<file path="src/rtl/can_cfg_pkg.sv">
package can_cfg_pkg;

  // Register bus geometry
  localparam int ADDR_W    = 5;   // Controller register address width
  localparam int DATA_W    = 16;  // Controller register data width
  localparam int ID_W      = 11;  // Standard CAN identifier
  localparam int MDATA_W   = 64;  // Eight payload bytes
  localparam int STEP_W    = 3;   // Wide enough for the longest address list

  // Address list lengths
  localparam int MSG_STEPS = 7;   // Id, four data words, general, control
  localparam int RST_STEPS = 2;   // General, then interrupt clear

  // Controller register map
  localparam logic [ADDR_W-1:0] ADDR_TX_ID   = 5'h0C;  // Transmit identifier
  localparam logic [ADDR_W-1:0] ADDR_TX_D12  = 5'h0A;  // Transmit data bytes 1 and 3
  localparam logic [ADDR_W-1:0] ADDR_TX_D34  = 5'h09;  // Transmit data bytes 2 and 4
  localparam logic [ADDR_W-1:0] ADDR_TX_D56  = 5'h08;  // Transmit data bytes 8 and 7
  localparam logic [ADDR_W-1:0] ADDR_TX_D78  = 5'h07;  // Transmit data bytes 6 and 5
  localparam logic [ADDR_W-1:0] ADDR_GENERAL = 5'h0E;  // General register
  localparam logic [ADDR_W-1:0] ADDR_TX_CTRL = 5'h0D;  // Transmission control
  localparam logic [ADDR_W-1:0] ADDR_IRQ     = 5'h12;  // Interrupt register

  // Fixed register contents
  localparam logic [DATA_W-1:0] TX_CTRL_VAL = 16'h8008;  // Request transmit
  localparam logic [DATA_W-1:0] RST_IRQ_VAL = 16'h8070;  // Clear pending interrupts
  localparam logic [DATA_W-1:0] GENERAL_VAL = 16'h009C;  // Default general setup

  // Host command opcodes
  typedef enum logic [2:0] {
    OP_NONE,       // No command
    OP_INIT,       // Single config word
    OP_WRITE,      // Host transmit message
    OP_TRIM,       // Fixed max-transition message
    OP_RESET_BUS   // General plus interrupt clear
  } can_op_e;

  // Sequencer states
  typedef enum logic {
    ST_IDLE,  // Waiting for a command
    ST_RUN    // Walking the address list
  } seq_state_e;

  // CAN frame as the host hands it over, byte 1 in data[63:56]
  typedef struct packed {
    logic [ID_W-1:0]    id;
    logic [MDATA_W-1:0] data;
  } can_msg_t;

  // Decoded command
  typedef struct packed {
    can_op_e            op;
    logic [ADDR_W-1:0]  init_addr;  // Only meaningful for OP_INIT
    logic [DATA_W-1:0]  init_data;  // Only meaningful for OP_INIT
    can_msg_t           msg;        // Host or trim message
  } cmd_t;

  // One register bus write
  typedef struct packed {
    logic              valid;
    logic [ADDR_W-1:0] addr;
    logic [DATA_W-1:0] data;
  } reg_write_t;

  // Alternating bits give the most transitions on the wire
  localparam can_msg_t TRIM_MSG = '{id: 11'h555, data: 64'hAAAA_AAAA_AAAA_AAAA};

  // Write order of a transmit message, index 0 goes first
  localparam logic [ADDR_W-1:0] MSG_ADDR_LIST [MSG_STEPS] = '{
    ADDR_TX_ID, ADDR_TX_D12, ADDR_TX_D34, ADDR_TX_D56,
    ADDR_TX_D78, ADDR_GENERAL, ADDR_TX_CTRL
  };

  // Write order of a bus reset
  localparam logic [ADDR_W-1:0] RST_ADDR_LIST [RST_STEPS] = '{
    ADDR_GENERAL, ADDR_IRQ
  };

endpackage

</file>
<file path="src/rtl/can_cmd_decode.sv">
`timescale 1ns/1ps

module can_cmd_decode (
  input  logic                                    clk,
  input  logic                                    reset,
  input  logic                                    initi,      // Init strobe
  input  logic                                    write,      // Transmit strobe
  input  logic                                    reset_can,  // Bus reset strobe
  input  logic                                    trim,       // Trim message strobe
  input  logic [can_cfg_pkg::ADDR_W-1:0]          init_addr,
  input  logic [can_cfg_pkg::DATA_W-1:0]          init_data,
  input  can_cfg_pkg::can_msg_t                   tx_msg,
  input  logic                                    busy,       // Sequencer still working
  output can_cfg_pkg::cmd_t                       cmd,
  output logic                                    cmd_valid,  // One-cycle pulse
  output logic                                    cmd_err     // More than one strobe
);

  logic [3:0]           strobes;  // Init, write, reset, trim from the top bit down
  can_cfg_pkg::can_op_e op_sel;   // Opcode for a one-hot set
  logic                 multi;    // Non one-hot set
  logic                 accept;   // Legal command taken this cycle

  assign strobes = {initi, write, reset_can, trim};

  // Strobe set to opcode
  always_comb begin
    op_sel = can_cfg_pkg::OP_NONE;
    multi  = 1'b0;
    case (strobes)
      4'b1000: op_sel = can_cfg_pkg::OP_INIT;
      4'b0100: op_sel = can_cfg_pkg::OP_WRITE;
      4'b0010: op_sel = can_cfg_pkg::OP_RESET_BUS;
      4'b0001: op_sel = can_cfg_pkg::OP_TRIM;
      4'b0000: op_sel = can_cfg_pkg::OP_NONE;  // Quiet cycle
      default: multi  = 1'b1;                  // Two or more at once
    endcase
  end

  assign accept = !busy && (op_sel != can_cfg_pkg::OP_NONE);  // Busy drops it silently

  always_ff @(posedge clk) begin
    if (reset) begin
      cmd_valid <= 1'b0;
      cmd_err   <= 1'b0;
    end else begin
      cmd_valid <= accept;
      cmd_err   <= !busy && multi;  // Only flagged when a command could start
    end
  end

  // Operand capture
  always_ff @(posedge clk) begin
    if (accept) begin
      cmd.op        <= op_sel;
      cmd.init_addr <= init_addr;
      cmd.init_data <= init_data;
      cmd.msg       <= (op_sel == can_cfg_pkg::OP_TRIM) ? can_cfg_pkg::TRIM_MSG
                                                        : tx_msg;  // Trim ignores host msg
    end
  end

endmodule

</file>
<file path="src/rtl/can_reg_sequencer.sv">
`timescale 1ns/1ps

module can_reg_sequencer (
  input  logic                           clk,
  input  logic                           reset,
  input  can_cfg_pkg::cmd_t              cmd,         // From decoder
  input  logic                           cmd_valid,   // Start pulse
  output logic                           step_valid,  // One address this cycle
  output logic [can_cfg_pkg::ADDR_W-1:0] step_addr,
  output can_cfg_pkg::cmd_t              step_cmd,    // Latched command
  output logic                           step_last,   // Final address of the list
  output logic                           busy
);

  can_cfg_pkg::seq_state_e         state;
  logic [can_cfg_pkg::STEP_W-1:0]  cnt;       // Index of the next step
  logic [can_cfg_pkg::STEP_W-1:0]  n_start;   // List length of the incoming command
  logic [can_cfg_pkg::STEP_W-1:0]  last_idx;  // Last index of the running command
  logic                            start;

  // Number of writes per opcode
  function automatic logic [can_cfg_pkg::STEP_W-1:0] steps_of(can_cfg_pkg::can_op_e op);
    case (op)
      can_cfg_pkg::OP_INIT:      steps_of = 3'd1;
      can_cfg_pkg::OP_WRITE,
      can_cfg_pkg::OP_TRIM:      steps_of = can_cfg_pkg::STEP_W'(can_cfg_pkg::MSG_STEPS);
      can_cfg_pkg::OP_RESET_BUS: steps_of = can_cfg_pkg::STEP_W'(can_cfg_pkg::RST_STEPS);
      default:                   steps_of = '0;
    endcase
  endfunction

  // Address of step idx for a command
  function automatic logic [can_cfg_pkg::ADDR_W-1:0] addr_of(can_cfg_pkg::cmd_t c,
                                                             logic [can_cfg_pkg::STEP_W-1:0] idx);
    addr_of = '0;
    case (c.op)
      can_cfg_pkg::OP_INIT: addr_of = c.init_addr;  // Host chosen register
      can_cfg_pkg::OP_WRITE,
      can_cfg_pkg::OP_TRIM: begin
        if (idx < can_cfg_pkg::STEP_W'(can_cfg_pkg::MSG_STEPS))
          addr_of = can_cfg_pkg::MSG_ADDR_LIST[idx];
      end
      can_cfg_pkg::OP_RESET_BUS: begin
        if (idx < can_cfg_pkg::STEP_W'(can_cfg_pkg::RST_STEPS))
          addr_of = can_cfg_pkg::RST_ADDR_LIST[idx[0]];
      end
      default: addr_of = '0;
    endcase
  endfunction

  assign start    = (state == can_cfg_pkg::ST_IDLE) && cmd_valid;
  assign n_start  = steps_of(cmd.op);
  assign last_idx = steps_of(step_cmd.op) - 3'd1;
  assign busy     = cmd_valid || (state == can_cfg_pkg::ST_RUN);  // Pending counts too

  always_ff @(posedge clk) begin
    if (reset) begin
      state      <= can_cfg_pkg::ST_IDLE;
      cnt        <= '0;
      step_valid <= 1'b0;
      step_last  <= 1'b0;
    end else begin
      step_valid <= 1'b0;
      step_last  <= 1'b0;
      case (state)
        can_cfg_pkg::ST_IDLE: begin
          if (cmd_valid) begin
            step_valid <= 1'b1;               // Step 0 right away
            step_last  <= (n_start == 3'd1);  // Init is a single write
            cnt        <= 3'd1;
            if (n_start != 3'd1)
              state <= can_cfg_pkg::ST_RUN;
          end
        end
        can_cfg_pkg::ST_RUN: begin
          step_valid <= 1'b1;
          step_last  <= (cnt == last_idx);
          cnt        <= cnt + 3'd1;
          if (cnt == last_idx)
            state <= can_cfg_pkg::ST_IDLE;  // Busy drops with the last step
        end
        default: state <= can_cfg_pkg::ST_IDLE;
      endcase
    end
  end

  // Step payload
  always_ff @(posedge clk) begin
    if (start) begin
      step_cmd  <= cmd;
      step_addr <= addr_of(cmd, '0);
    end else if (state == can_cfg_pkg::ST_RUN) begin
      step_addr <= addr_of(step_cmd, cnt);
    end
  end

endmodule

</file>
<file path="src/rtl/can_write_data.sv">
`timescale 1ns/1ps

module can_write_data (
  input  logic                           clk,
  input  logic                           reset,
  input  logic                           step_valid,
  input  logic [can_cfg_pkg::ADDR_W-1:0] step_addr,
  input  can_cfg_pkg::cmd_t              step_cmd,
  input  logic                           step_last,
  output can_cfg_pkg::reg_write_t        reg_wr,     // Registered bus write
  output logic                           done        // With the last write
);

  logic [can_cfg_pkg::DATA_W-1:0] word;  // Value for the current step

  // Split a message into the word of one transmit register
  function automatic logic [can_cfg_pkg::DATA_W-1:0] msg_word(can_cfg_pkg::can_msg_t m,
                                                              logic [can_cfg_pkg::ADDR_W-1:0] a);
    logic [can_cfg_pkg::MDATA_W-1:0] d;
    d = m.data;
    case (a)
      can_cfg_pkg::ADDR_TX_ID:   msg_word = {m.id, 5'h0};           // Id left aligned
      can_cfg_pkg::ADDR_TX_D12:  msg_word = {d[63:56], d[47:40]};   // Bytes 1 and 3
      can_cfg_pkg::ADDR_TX_D34:  msg_word = {d[55:48], d[39:32]};   // Bytes 2 and 4
      can_cfg_pkg::ADDR_TX_D56:  msg_word = {d[7:0], d[15:8]};      // Bytes 8 and 7
      can_cfg_pkg::ADDR_TX_D78:  msg_word = {d[23:16], d[31:24]};   // Bytes 6 and 5
      can_cfg_pkg::ADDR_GENERAL: msg_word = can_cfg_pkg::GENERAL_VAL;
      can_cfg_pkg::ADDR_TX_CTRL: msg_word = can_cfg_pkg::TX_CTRL_VAL;  // Kicks off transmit
      default:                   msg_word = '0;
    endcase
  endfunction

  // Address and opcode to register value
  always_comb begin
    case (step_cmd.op)
      can_cfg_pkg::OP_INIT: word = step_cmd.init_data;  // Passed through as given
      can_cfg_pkg::OP_WRITE,
      can_cfg_pkg::OP_TRIM: word = msg_word(step_cmd.msg, step_addr);  // Trim msg set in decode
      can_cfg_pkg::OP_RESET_BUS: begin
        case (step_addr)
          can_cfg_pkg::ADDR_GENERAL: word = can_cfg_pkg::GENERAL_VAL;
          can_cfg_pkg::ADDR_IRQ:     word = can_cfg_pkg::RST_IRQ_VAL;  // Clear interrupts
          default:                   word = '0;
        endcase
      end
      default: word = '0;
    endcase
  end

  always_ff @(posedge clk) begin
    if (reset) begin
      reg_wr <= '0;  // Addr and data read as zero after reset
      done   <= 1'b0;
    end else begin
      reg_wr.valid <= step_valid;
      done         <= step_valid && step_last;
      if (step_valid) begin
        reg_wr.addr <= step_addr;
        reg_wr.data <= word;  // Held between commands
      end
    end
  end

endmodule

</file>
<file path="src/rtl/can_cfg_writer.sv">
`timescale 1ns/1ps

module can_cfg_writer (
  input  logic                           clk,
  input  logic                           reset,
  input  logic                           initi,
  input  logic                           write,
  input  logic                           reset_can,
  input  logic                           trim,
  input  logic [can_cfg_pkg::ADDR_W-1:0] init_addr,
  input  logic [can_cfg_pkg::DATA_W-1:0] init_data,
  input  can_cfg_pkg::can_msg_t          tx_msg,
  output can_cfg_pkg::reg_write_t        reg_wr,     // To the controller register bus
  output logic                           busy,       // Command in flight
  output logic                           done,       // Last write of a command
  output logic                           cmd_err     // Rejected strobe set
);

  can_cfg_pkg::cmd_t              cmd;         // Decoder to sequencer
  logic                           cmd_valid;
  logic                           step_valid;  // Sequencer to write data
  logic [can_cfg_pkg::ADDR_W-1:0] step_addr;
  can_cfg_pkg::cmd_t              step_cmd;
  logic                           step_last;

  can_cmd_decode u_decode (
    .clk       (clk),
    .reset     (reset),
    .initi     (initi),
    .write     (write),
    .reset_can (reset_can),
    .trim      (trim),
    .init_addr (init_addr),
    .init_data (init_data),
    .tx_msg    (tx_msg),
    .busy      (busy),        // Gates strobe sampling
    .cmd       (cmd),
    .cmd_valid (cmd_valid),
    .cmd_err   (cmd_err)
  );

  can_reg_sequencer u_seq (
    .clk        (clk),
    .reset      (reset),
    .cmd        (cmd),
    .cmd_valid  (cmd_valid),
    .step_valid (step_valid),
    .step_addr  (step_addr),
    .step_cmd   (step_cmd),
    .step_last  (step_last),
    .busy       (busy)
  );

  can_write_data u_wdata (
    .clk        (clk),
    .reset      (reset),
    .step_valid (step_valid),
    .step_addr  (step_addr),
    .step_cmd   (step_cmd),
    .step_last  (step_last),
    .reg_wr     (reg_wr),
    .done       (done)
  );

endmodule

</file>
<file path="config.mk">
export PLATFORM = sky130hd
export DESIGN_NAME = can_cfg_writer
export DESIGN_NICKNAME = d
export VERILOG_FILES = /design/src/rtl/can_cfg_pkg.sv /design/src/rtl/can_cmd_decode.sv /design/src/rtl/can_reg_sequencer.sv /design/src/rtl/can_write_data.sv /design/src/rtl/can_cfg_writer.sv
export SDC_FILE = /design/constraint.sdc
export NUM_CORES = 1
export LEC_CHECK = 0
export ABC_CLOCK_PERIOD_IN_PS = 9300
export BUFFER_PORTS_ARGS = -buffer_cell sky130_fd_sc_hd__clkbuf_2
export CORE_MARGIN = 2
export CORE_UTILIZATION = 30
export CTS_CLUSTER_SIZE = 40
export DETAILED_ROUTE_END_ITERATION = 10
export PLACE_DENSITY = 0.49
export RECOVER_POWER = 25
export SYNTH_ARGS = -nofsm -noshare
export SYNTH_HDL_FRONTEND = slang
export SYNTH_SLANG_ARGS = --single-unit
</file>
<file path="constraint.sdc">
create_clock -name clk -period 9.3 [get_ports clk]
set_input_delay 1.86 -clock clk [delete_from_list [all_inputs] [get_ports clk]]
set_output_delay 1.86 -clock clk [all_outputs]
set_load 0.01 [all_outputs]
</file>
Word level (Yosys, flattened, before mapping)
Memory sizes are Yosys's and may differ from the RTL's.
Cells that the tools add are included.
{"block": "totals", "register_bits": 234, "mem_bits_ro": 40, "mem_count": 1, "elab_cells": 96, "in_bits": 102, "out_inout_bits": 25}
{"memory": "(name not given)", "depth": 8, "width": 5, "read_ports": 1, "rd_clocked_by_memory_dff": 0, "write_ports": 0, "line_no": "can_reg_sequencer.sv:41", "text": "addr_of = can_cfg_pkg::MSG_ADDR_LIST[idx];"}
{"block": "classes", "order_cmp": 4, "reduce_logical": 12, "muxes": 28, "n_eq_ne": 25, "addsub": 2, "bitwise_logic": 3}
{"op": "$pmux W16 S7", "n": 1}
{"op": "$pmux W16 S3", "n": 1}
{"op": "$mux W5", "n": 9}
{"op": "$pmux W16 S2", "n": 1}
{"op": "$eq A5 B4 Y1 const B", "n": 6}
{"op": "$pmux W5 S3", "n": 2}
{"op": "$pmux W3 S3", "n": 2}
{"op": "$eq A3 B2 Y1 const B", "n": 5}
{"op": "$pmux W3 S4", "n": 1}
{"op": "$eq A3 B1 Y1 const B", "n": 3}
{"op": "$eq A3 B3 Y1 const B", "n": 2}
{"op": "$mux W1", "n": 6}
{"op": "$pmux W1 S2", "n": 3}
{"op": "$pmux W3 S2", "n": 1}
{"op": "$eq A5 B3 Y1 const B", "n": 1}
{"op": "$eq A5 B5 Y1 const B", "n": 1}
{"op": "$reduce_or A5 Y1", "n": 1}
{"op": "$eq A4 B1 Y1 const B", "n": 1}
{"op": "$eq A4 B2 Y1 const B", "n": 1}
{"op": "$eq A4 B3 Y1 const B", "n": 1}
{"op": "$eq A4 B4 Y1 const B", "n": 1}
{"op": "$ge A4 B4 Y1 const B", "n": 1}
{"op": "$logic_and A1 B1 Y1", "n": 4}
{"op": "$logic_not A4 Y1", "n": 1}
{"op": "17 further kinds", "n": 18}

Longest topological paths before layout
Gate-level depths: netlist of run 1.
{"block": "logic_depth", "ltp_word": 8, "depth_mapped": 8, "depth_no_buf": 7}

By module
From an unflattened synthesis of run 1, not the netlist that was laid out.
{"block": "unflattened", "hier_cells": 601, "hier_area_um2": 9255.1}
{"mod": "can_reg_sequencer", "area_each_um2": 3802.4, "cells_per_inst": 192, "seq_area_each_um2": 3243.1, "n_inst": 1}
{"mod": "can_cmd_decode", "area_each_um2": 3679.8, "cells_per_inst": 202, "seq_area_each_um2": 3012.9, "n_inst": 1}
{"mod": "can_write_data", "area_each_um2": 1773.0, "cells_per_inst": 207, "seq_area_each_um2": 460.4, "n_inst": 1}

Worst setup path after synthesis of run 1
OpenSTA, ideal clock, no wires.
{"block": "synth_path", "path_kind": "input to register", "start": "input trim", "end": "register u_decode.cmd[0] (netlist name)", "arrival_time_ps": 6692, "slack_ps": 2049, "setup_time_ps": 559, "cell_stages": 5, "t_required_ps": 8741, "path_cell_list": "clkbuf_1 nor3_1 and2_1 o21ba_2 nor2_1"}
{"block": "synth_via", "elab_chain_cells": 4}
{"item": "from (decl)", "line_no": "can_cfg_writer.sv:9", "text": "input logic trim,"}
{"item": "$eq A4 B1 Y1, or another cell as far along", "line_no": "can_cmd_decode.sv:30", "text": "case (strobes)"}
{"item": "$pmux W3 S4 (*)", "line_no": "can_cmd_decode.sv:30"}
{"item": "net u_decode.op_sel[2]", "line_no": "can_cmd_decode.sv:20", "text": "can_cfg_pkg::can_op_e op_sel;"}
{"item": "$reduce_bool A3 Y1 (*)", "line_no": "can_cmd_decode.sv:40", "text": "assign accept = !busy && (op_sel != can_cfg_pkg::OP_NONE);"}
{"item": "$logic_and A1 B1 Y1 (*)", "line_no": "can_cmd_decode.sv:40"}
{"item": "net u_decode.accept", "line_no": "can_cmd_decode.sv:22", "text": "logic accept;"}
The timed path passes the listed nets; every way through them passes the cells marked *.
A chain may end at the register's enable or synchronous reset.

Final worst setup path of run 1
{"block": "layout_path", "start": "input trim", "end": "register u_decode.cmd[31] (netlist name)"}
{"block": "layout_via", "elab_chain_cells": 4}
{"item": "$eq A4 B1 Y1, or another cell as far along", "line_no": "can_cmd_decode.sv:30"}
{"item": "$pmux W3 S4 (*)", "line_no": "can_cmd_decode.sv:30"}
{"item": "net u_decode.op_sel[2]", "line_no": "can_cmd_decode.sv:20"}
{"item": "$reduce_bool A3 Y1 (*)", "line_no": "can_cmd_decode.sv:40"}
{"item": "$logic_and A1 B1 Y1 (*)", "line_no": "can_cmd_decode.sv:40"}
{"item": "net u_decode.accept", "line_no": "can_cmd_decode.sv:22"}
Marks and branches as above.

==> PnR_summary.wiki, run 1 <==
{| class="wikitable"
! Metric !! Value
|-
| Syn. warnings || 0
|-
| Total via count after detailed routing || 5227
|-
| Die W || 179 um
|-
| Number of hold buffers added after CTS || 0
|-
| Worst hold slack || about 0.41 ns
|-
| Fin crit share || 41.5%
|-
| Startpoint of the lowest-slack register-to-register path || u_seq.state
|-
| Residual overflow from global routing || 0
|-
| Post-layout utilization of the core || 37.4%
|-
| RePlAce Congestion || 0.761
|-
| Max-cap viol count || 0
|-
| Synth unique cells || 60
|-
| Number of antenna repair diodes || 0
|-
| Post-cts resize count || 0
|-
| # IOs || 127
|-
| Maximum number of pins on one net before global-route repair || 86
|-
| Slew at the pin closest to its max-slew limit || around 1.2 ns
|-
| Final hold violation count || 0
|-
| Number of antenna violations at the first check in global routing || 0
|-
| Maximum buffer depth of the clock tree || 3
|-
| DRC viols || 0
|-
| Flip-flop and latch count after synthesis || about 230
|-
| H-tree depth || 1
|-
| Die Ht || roughly 180 um
|-
| Post-detail-place hpwl || 13.5 mm
|-
| Average detailed-routed wire length per instance || 17.5 um
|-
| Final layout net count || 850
|-
| Clock skew after layout || 0.0160 ns
|-
| Maximum clock frequency || approximately 260 MHz
|-
| Area of the core region || 29800 um^2
|-
| Count of buffers from port buffering || 126
|-
| Most frequent standard cell in the layout excluding fill and tap cells || sky130_fd_sc_hd__edfxtp_1
|-
| Share of the synthesized area in the top cell type || between 60% and 70%
|-
| Proportion of layout cells with a drive suffix above 1 || approximately 30%
|-
| Crit path from || trim
|-
| Fin Setup TNS || 0 ns
|-
| Most used cells in the layout excluding fill and tap cells || 203 x sky130_fd_sc_hd__edfxtp_1, 126 x sky130_fd_sc_hd__clkbuf_2, 50 x sky130_fd_sc_hd__nor2b_1, 38 x sky130_fd_sc_hd__or2_2, 31 x sky130_fd_sc_hd__dfxtp_1
|-
| Final Max Slew Viols || 0
|-
| GR Util All Layers || between 10% and 20%
|-
| Total power || 2.47 mW
|-
| Synth area leaders || sky130_fd_sc_hd__edfxtp_1 67%, sky130_fd_sc_hd__dfxtp_1 6.8%, sky130_fd_sc_hd__nor2b_1 3.4%, sky130_fd_sc_hd__or2_2 2.6%, sky130_fd_sc_hd__a22oi_1 1.2%
|-
| DIE AREA || 31900 um^2
|-
| Syn_area_per_cell || 14.9 um^2
|-
| Post-detailed-route count of antenna-violating nets || 0
|-
| Category of the worst setup path launch point || input port
|-
| Unrepaired setup endpoints after global routing || false
|-
| Max FO, Critical Path || 85
|-
| Critical path class || in -> reg
|-
| FFs w/ async S/R, synth || 0%
|-
| Outcome || completed
|-
| Number of global-route vias before repair || 5300
|-
| Initial core utilization || 30.7%
|-
| Post-synthesis instance total || 612
|-
| Layout-stage area growth over the synthesis result || 21.7%
|-
| TritonCTS clock tree || done
|-
| Number of buffers created by CTS || 26
|-
| Post-CTS Repair Setup Buffers || 0
|-
| Master cell of the clock root buffer || sky130_fd_sc_hd__clkbuf_16
|-
| Worst hold-check path type || reg -> reg
|-
| Leakage power figure || 4.02 nW
|-
| Global-route wire length before repair || 30.9 mm
|-
| WL final || roughly 20 mm
|-
| Required time reported for the critical path endpoint || 9.45 ns
|-
| Peak ir drop on the vdd network || around 0.14 mV
|-
| EDFF count, synth || between 200 and 250
|-
| Row count || 63
|-
| Cell taking the most area after synthesis || sky130_fd_sc_hd__edfxtp_1
|-
| Mapped Nets || ~720
|-
| Clock latency on the worst-skew pair || 0.54 ns
|-
| First-pass iteration count of the detailed router || 4
|-
| Beginning of the worst hold path || u_decode.cmd[2]
|-
| Vias per cell || 4.54
|-
| Power density over cell area || about 220 nW/um^2
|-
| Arrival time reported for the critical path endpoint || between 4 and 5 ns
|-
| Min cycle time layout || slightly below 4 ns
|-
| Clock Sink Count || 234
|-
| Max-slew headroom || 19.4%
|-
| Share of synthesized area occupied by flip-flops and latches || 73.4%
|-
| Leading register cell type out of synthesis || sky130_fd_sc_hd__edfxtp_1
|-
| Post-Synthesis Cell Area || 9150 um^2
|-
| First DRT Iteration DRCs || 331
|-
| Crit end category || flip-flop
|-
| Clock-pin slew on the worst setup and hold paths || about 0.060 ns
|-
| Final setup violation count || 0
|}
-- worst paths after layout --
| kind | endpoint | slack, ns | cells after the start |
|---|---|---|---|
| worst min-delay path | u_seq.step_cmd[2] | 0.41 | 0 |
| worst max register to register | u_decode.cmd[31] | 6.47 | 4 |
| worst max-delay path | u_decode.cmd[31] | 5.44 | 6 |
| worst min register to register | u_seq.step_cmd[2] | 0.41 | 0 |
-- metrics by stage --
stage                     instances  setup WS [ns]  cell area, um^2
after detailed placement       1103           4.84            10200
after global placement         1103           4.91            10200
after global routing           1151           5.25            11100
final                          1151           5.44            11100
after floorplan                 612           2.05             9150
after CTS                      1151           5.39            11100
-- area by class of cell --
type	instances	area (um^2)
inverter	16	61.3
tap	390	488
fill	2882	18700
multi-input combinational	329	2250
clock inverter	18	259
clock buffer	30	666
timing repair buffer	134	691
sequential	234	6720
-- sequential cells by signal, indices dropped and copies added (netlist names), 3 cells and up --
signal / count
u_wdata.reg_wr: 22
u_seq.cnt: 3
u_seq.step_cmd: 99
u_seq.step_addr: 5
u_decode.cmd: 99
-- metal layers --
layer | wire length [um] | vias to the layer above | track usage, %
met4 | 495 | 0 | 3.59
met1 | 9170 | 2484 | 18.1
met5 | 0 | - | 0
met2 | 9410 | 136 | 20.2
met3 | 1120 | 31 | 2.51
li1 | - | 2576 | -
-- where the power goes --
part	internal, mW	switching [mW]	total [mW]
combinational	0.0542	0.0883	0.142
sequential	1.21	0.0237	1.24
clock	0.680	0.407	1.09
-- worst max-delay path: stages --
cell and delay (ns):
sky130_fd_sc_hd__clkbuf_2 0.15, sky130_fd_sc_hd__nor3_1 0.24, sky130_fd_sc_hd__and2_1 0.18, sky130_fd_sc_hd__o21ba_2 0.19, sky130_fd_sc_hd__nor2_4 0.41, sky130_fd_sc_hd__buf_4 0.91
-- logic make-up (layout without fill, tap and decap cells) --
logic type,count (synthesis),after routing,synth area share (%)
fa+ha+maj,8,8,1.07
compound gates,111,111,8.82
xor+xnor,7,7,0.670
simple gates,192,192,12.6
buf+inv,49,198,2.20
flops,234,234,73.4
mux,11,11,1.24
-- synthesized netlist by cell type, drive strengths merged (6+ instances only) --
| cell | number |
|---|---|
| a21o | 8 |
| a21oi | 12 |
| a221oi | 10 |
| a22oi | 15 |
| a31oi | 10 |
| and2 | 6 |
| and3 | 7 |
| buf | 7 |
| clkbuf | 26 |
| dfxtp | 31 |
| edfxtp | 203 |
| ha | 7 |
| inv | 16 |
| mux2i | 8 |
| nand2 | 18 |
| nor2 | 23 |
| nor2b | 50 |
| nor3 | 14 |
| o21ai | 17 |
| o221ai | 7 |
| or2 | 38 |
| or3b | 6 |
Note: power is estimated with default switching activity, not from simulation.
==> run 2, diff against run 1 <==
--- a/config.mk
+++ b/config.mk
@@ -5,13 +5,14 @@
 export SDC_FILE = /design/constraint.sdc
 export NUM_CORES = 1
 export LEC_CHECK = 0
-export ABC_CLOCK_PERIOD_IN_PS = 9300
+export ABC_AREA = 1
+export ABC_CLOCK_PERIOD_IN_PS = 3200
 export BUFFER_PORTS_ARGS = -buffer_cell sky130_fd_sc_hd__clkbuf_2
 export CORE_MARGIN = 2
 export CORE_UTILIZATION = 30
 export CTS_CLUSTER_SIZE = 40
 export DETAILED_ROUTE_END_ITERATION = 10
-export PLACE_DENSITY = 0.49
+export PLACE_DENSITY = 0.51
 export RECOVER_POWER = 25
 export SYNTH_ARGS = -nofsm -noshare
 export SYNTH_HDL_FRONTEND = slang
==> constraint.sdc (replaced) <==
create_clock -name clk -period 3.2 [get_ports clk]
set_input_delay 0.64 -clock clk [delete_from_list [all_inputs] [get_ports clk]]
set_output_delay 0.64 -clock clk [all_outputs]
set_load 0.01 [all_outputs]
==> PnR_summary.wiki, run 2 <==
{| class="wikitable"
! Metric !! Value
|-
| Outcome || completed
|-
| Global-route wire length before repair || between 30 and 40 mm
|-
| GR met3 Demand/Resource || around 2.6%
|-
| Number of global-route vias before repair || 5644
|-
| Share of the synthesized area in the top cell type || approximately 67%
|-
| RePlAce Congestion || 0.758
|-
| Post-detail-place hpwl || ~14 mm
|-
| Fin area || 11000 um^2
|-
| Synth unique cells || 35
|-
| # IOs || 127
|-
| DIE AREA || 31900 um^2
|-
| Post-cts resize count || 0
|-
| Slowest-stage cell, CP || sky130_fd_sc_hd__nor2_4
|-
| Instance area at placement || 10300 um^2
|-
| Worst hold-check path type || in -> reg
|-
| Unrepaired setup endpoints after global routing || false
|-
| Syn_area_per_cell || 12.7 um^2
|-
| Mapped Nets || 828
|-
| Clock Sink Count || ~230
|-
| Switching pwr || approximately 1.5 mW
|-
| Maximum buffer depth of the clock tree || 3
|-
| Max-slew headroom || about 45%
|-
| Fill cell instance count of the final layout || 2919
|-
| Total via count after detailed routing || 5573
|-
| Count of buffers from port buffering || approximately 130
|-
| Max-cap viol count || 0
|-
| Syn. warnings || 0
|-
| Final setup violation count || 0
|-
| Post-CTS Repair Setup Buffers || 0
|-
| Crit path buffers/inverters || 2
|-
| Average detailed-routed wire length per instance || ~16 um
|-
| Slew at the pin closest to its max-slew limit || 0.826 ns
|-
| Post-detailed-route count of antenna-violating nets || 0
|-
| GR Util All Layers || around an eighth
|-
| Share of total power in combinational logic || just over 6%
|-
| Clock skew after layout || 0.0112 ns
|-
| Final hold violation count || 0
|-
| Layout-stage area growth over the synthesis result || 20.6%
|-
| Row count || 63
|-
| Met2 usage || between 10% and 20%
|-
| FFs w/ async S/R, synth || 0%
|-
| Power density over cell area || 609 nW/um^2
|-
| Post-Synthesis Cell Area || 9160 um^2
|-
| Category of the worst setup path launch point || flip-flop
|-
| DRC viols || 0
|-
| Most used cells in the layout excluding fill and tap cells || 203 x sky130_fd_sc_hd__edfxtp_1, 117 x sky130_fd_sc_hd__clkbuf_2, 89 x sky130_fd_sc_hd__nand2_1, 85 x sky130_fd_sc_hd__nand3_1, 59 x sky130_fd_sc_hd__inv_1
|-
| Post-layout utilization of the core || 37.0%
|-
| Switch share || 21.8%
|-
| Cell type group with the largest total delay on the critical path || simple AND/OR/NAND/NOR gates
|-
| Top cells by count, synth || 203 x sky130_fd_sc_hd__edfxtp_1, 89 x sky130_fd_sc_hd__nand2_1, 85 x sky130_fd_sc_hd__nand3_1
|-
| Final layout net count || 962
|-
| Residual overflow from global routing || 0
|-
| Cell taking the most area after synthesis || sky130_fd_sc_hd__edfxtp_1
|-
| CP peak stage delay || slightly below 0.6 ns
|-
| Area of the core region || 29900 um^2
|-
| Leading register cell type out of synthesis || sky130_fd_sc_hd__edfxtp_1
|-
| Initial core utilization || 30.6%
|-
| Biggest regs || u_decode.cmd: 99 flops, u_seq.step_cmd: 99 flops, u_wdata.reg_wr: 22 flops
|-
| Required time reported for the critical path endpoint || 3.41 ns
|-
| H-tree depth || 1
|-
| Cell internal power dissipation || 5.26 mW
|-
| Die Ht || 179 um
|-
| Max FO, Critical Path || 21
|-
| Min cycle time layout || 2.19 ns
|-
| Fin crit share || 68.6%
|-
| Share of synthesized area occupied by flip-flops and latches || about three quarters
|-
| Clock latency on the worst-skew pair || ~0.52 ns
|-
| Maximum number of pins on one net before global-route repair || 82
|-
| Synth area leaders || sky130_fd_sc_hd__edfxtp_1 67%, sky130_fd_sc_hd__dfxtp_1 6.8%, sky130_fd_sc_hd__nand3_1 4.6%, sky130_fd_sc_hd__nand2_1 3.6%, sky130_fd_sc_hd__or2_2 2.7%
|-
| Crit end category || flip-flop
|-
| First-pass iteration count of the detailed router || 5
|-
| Die W || 179 um
|-
| Portion of total power attributed to sequential cells || 53.0%
|-
| Proportion of layout cells with a drive suffix above 1 || a little over a quarter
|-
| Number of buffers created by CTS || 25
|-
| Post-synthesis instance total || 719
|-
| Most Crowded Layer GR || met2
|-
| Maximum clock frequency || 456 MHz
|-
| Number of hold buffers added after CTS || 0
|-
| WL final || 20.3 mm
|-
| Number of antenna violations at the first check in global routing || 0
|-
| Crit path cell chain || nor2_1 > inv_1 > nor2_4 > buf_4
|-
| Master cell of the clock root buffer || sky130_fd_sc_hd__clkbuf_16
|-
| Clock network power share || approximately two fifths
|-
| EDFF count, synth || between 200 and 250
|-
| Arrival time reported for the critical path endpoint || 2.41 ns
|-
| Final Max Slew Viols || 0
|-
| Most instantiated library cell after synthesis || sky130_fd_sc_hd__edfxtp_1
|-
| Most frequent standard cell in the layout excluding fill and tap cells || sky130_fd_sc_hd__edfxtp_1
|-
| Fin Setup TNS || 0 ns
|-
| Met1 track demand over resource || a little under a fifth
|-
| TritonCTS clock tree || done
|-
| Setup slack of the worst register-to-register path || 1.01 ns
|-
| Clock-pin slew on the worst setup and hold paths || 0.06 ns
|-
| First DRT Iteration DRCs || 432
|-
| Number of antenna repair diodes || 0
|-
| Critical path class || reg -> reg
|-
| Leakage power figure || between 4 and 5 nW
|-
| Peak ir drop on the vdd network || around 0.28 mV
|-
| Flip-flop and latch count after synthesis || 234
|-
| Vias per cell || 4.42
|}
[run 2: changes by cell type after synthesis, moves of 16 or more]
cell                      previous run  this run
sky130_fd_sc_hd__nor2_1             23        58
sky130_fd_sc_hd__nor2b_1            50         0
sky130_fd_sc_hd__nand3_1             2        85
sky130_fd_sc_hd__nand4_1             0        16
sky130_fd_sc_hd__nand2_1            18        89
sky130_fd_sc_hd__inv_1              16        60
[run 2: cell families (layout without fill, tap and decap cells)]
family                     Yosys count  in the layout  synth area share (%)
AOI/OAI and AO/OA                   72             72                  4.66
xor gates and xnor gates             4              4                 0.383
and+or+nand+nor                    305            305                  15.9
adders and majority gates            7              7                 0.957
DFF                                234            234                  73.4
buffers and inverters               97            250                  4.70
[run 2: worst paths after layout]
kind | start | end | cells past startpoint
max reg2reg | u_seq.state | u_decode.cmd[91] | 4
min | init_data[12] | u_decode.cmd[87] | 1
max | u_seq.state | u_decode.cmd[91] | 4
min reg2reg | u_decode.cmd[22] | u_seq.step_cmd[22] | 0
[run 2: power by group through the flow]
| stage | Combinational [mW] | Clock [mW] | Sequential, mW |
|---|---|---|---|
| after CTS | 0.430 | 2.82 | 3.57 |
| after global routing | 0.471 | 2.93 | 3.58 |
| after detailed placement | 0.428 | 0 | 3.63 |
| after global placement | 0.426 | 0 | 3.63 |
| after floorplan | 0.245 | 0 | 3.61 |
| final | 0.416 | 2.74 | 3.57 |
[run 2: routing by layer]
metal,vias up,part of all wire [%]
met4,0,2.6
met3,37,7.0
li1,2774,-
met5,-,0
met2,175,43
met1,2587,48
[run 2: through the flow]
| stage | hold slack, ns | cells | power [mW] | setup WS, ns |
|---|---|---|---|---|
| 4_1_cts | 0.274 | 1262 | 6.82 | 0.973 |
| 5_1_grt | 0.281 | 1262 | 6.98 | 0.795 |
| 2_1_floorplan | 0.400 | 719 | 3.86 | 0.215 |
| 6_report | 0.299 | 1262 | 6.72 | 1.01 |
| 3_5_place_dp | 0.405 | 1216 | 4.06 | 0.650 |
| 3_3_place_gp | 0.401 | 1216 | 4.06 | 0.719 |
[run 2: area by class of cell]
cell class / count / area, um^2 / area share [%]
Clock buffer: 32 / 652 / 5.91
Timing Repair Buffer: 140 / 787 / 7.13
Sequential cell: 234 / 6720 / 60.8
Inverter: 64 / 240 / 2.18
Tap cell: 390 / 488 / 4.42
Multi-Input combinational cell: 388 / 2030 / 18.4
Clock inverter: 14 / 128 / 1.16
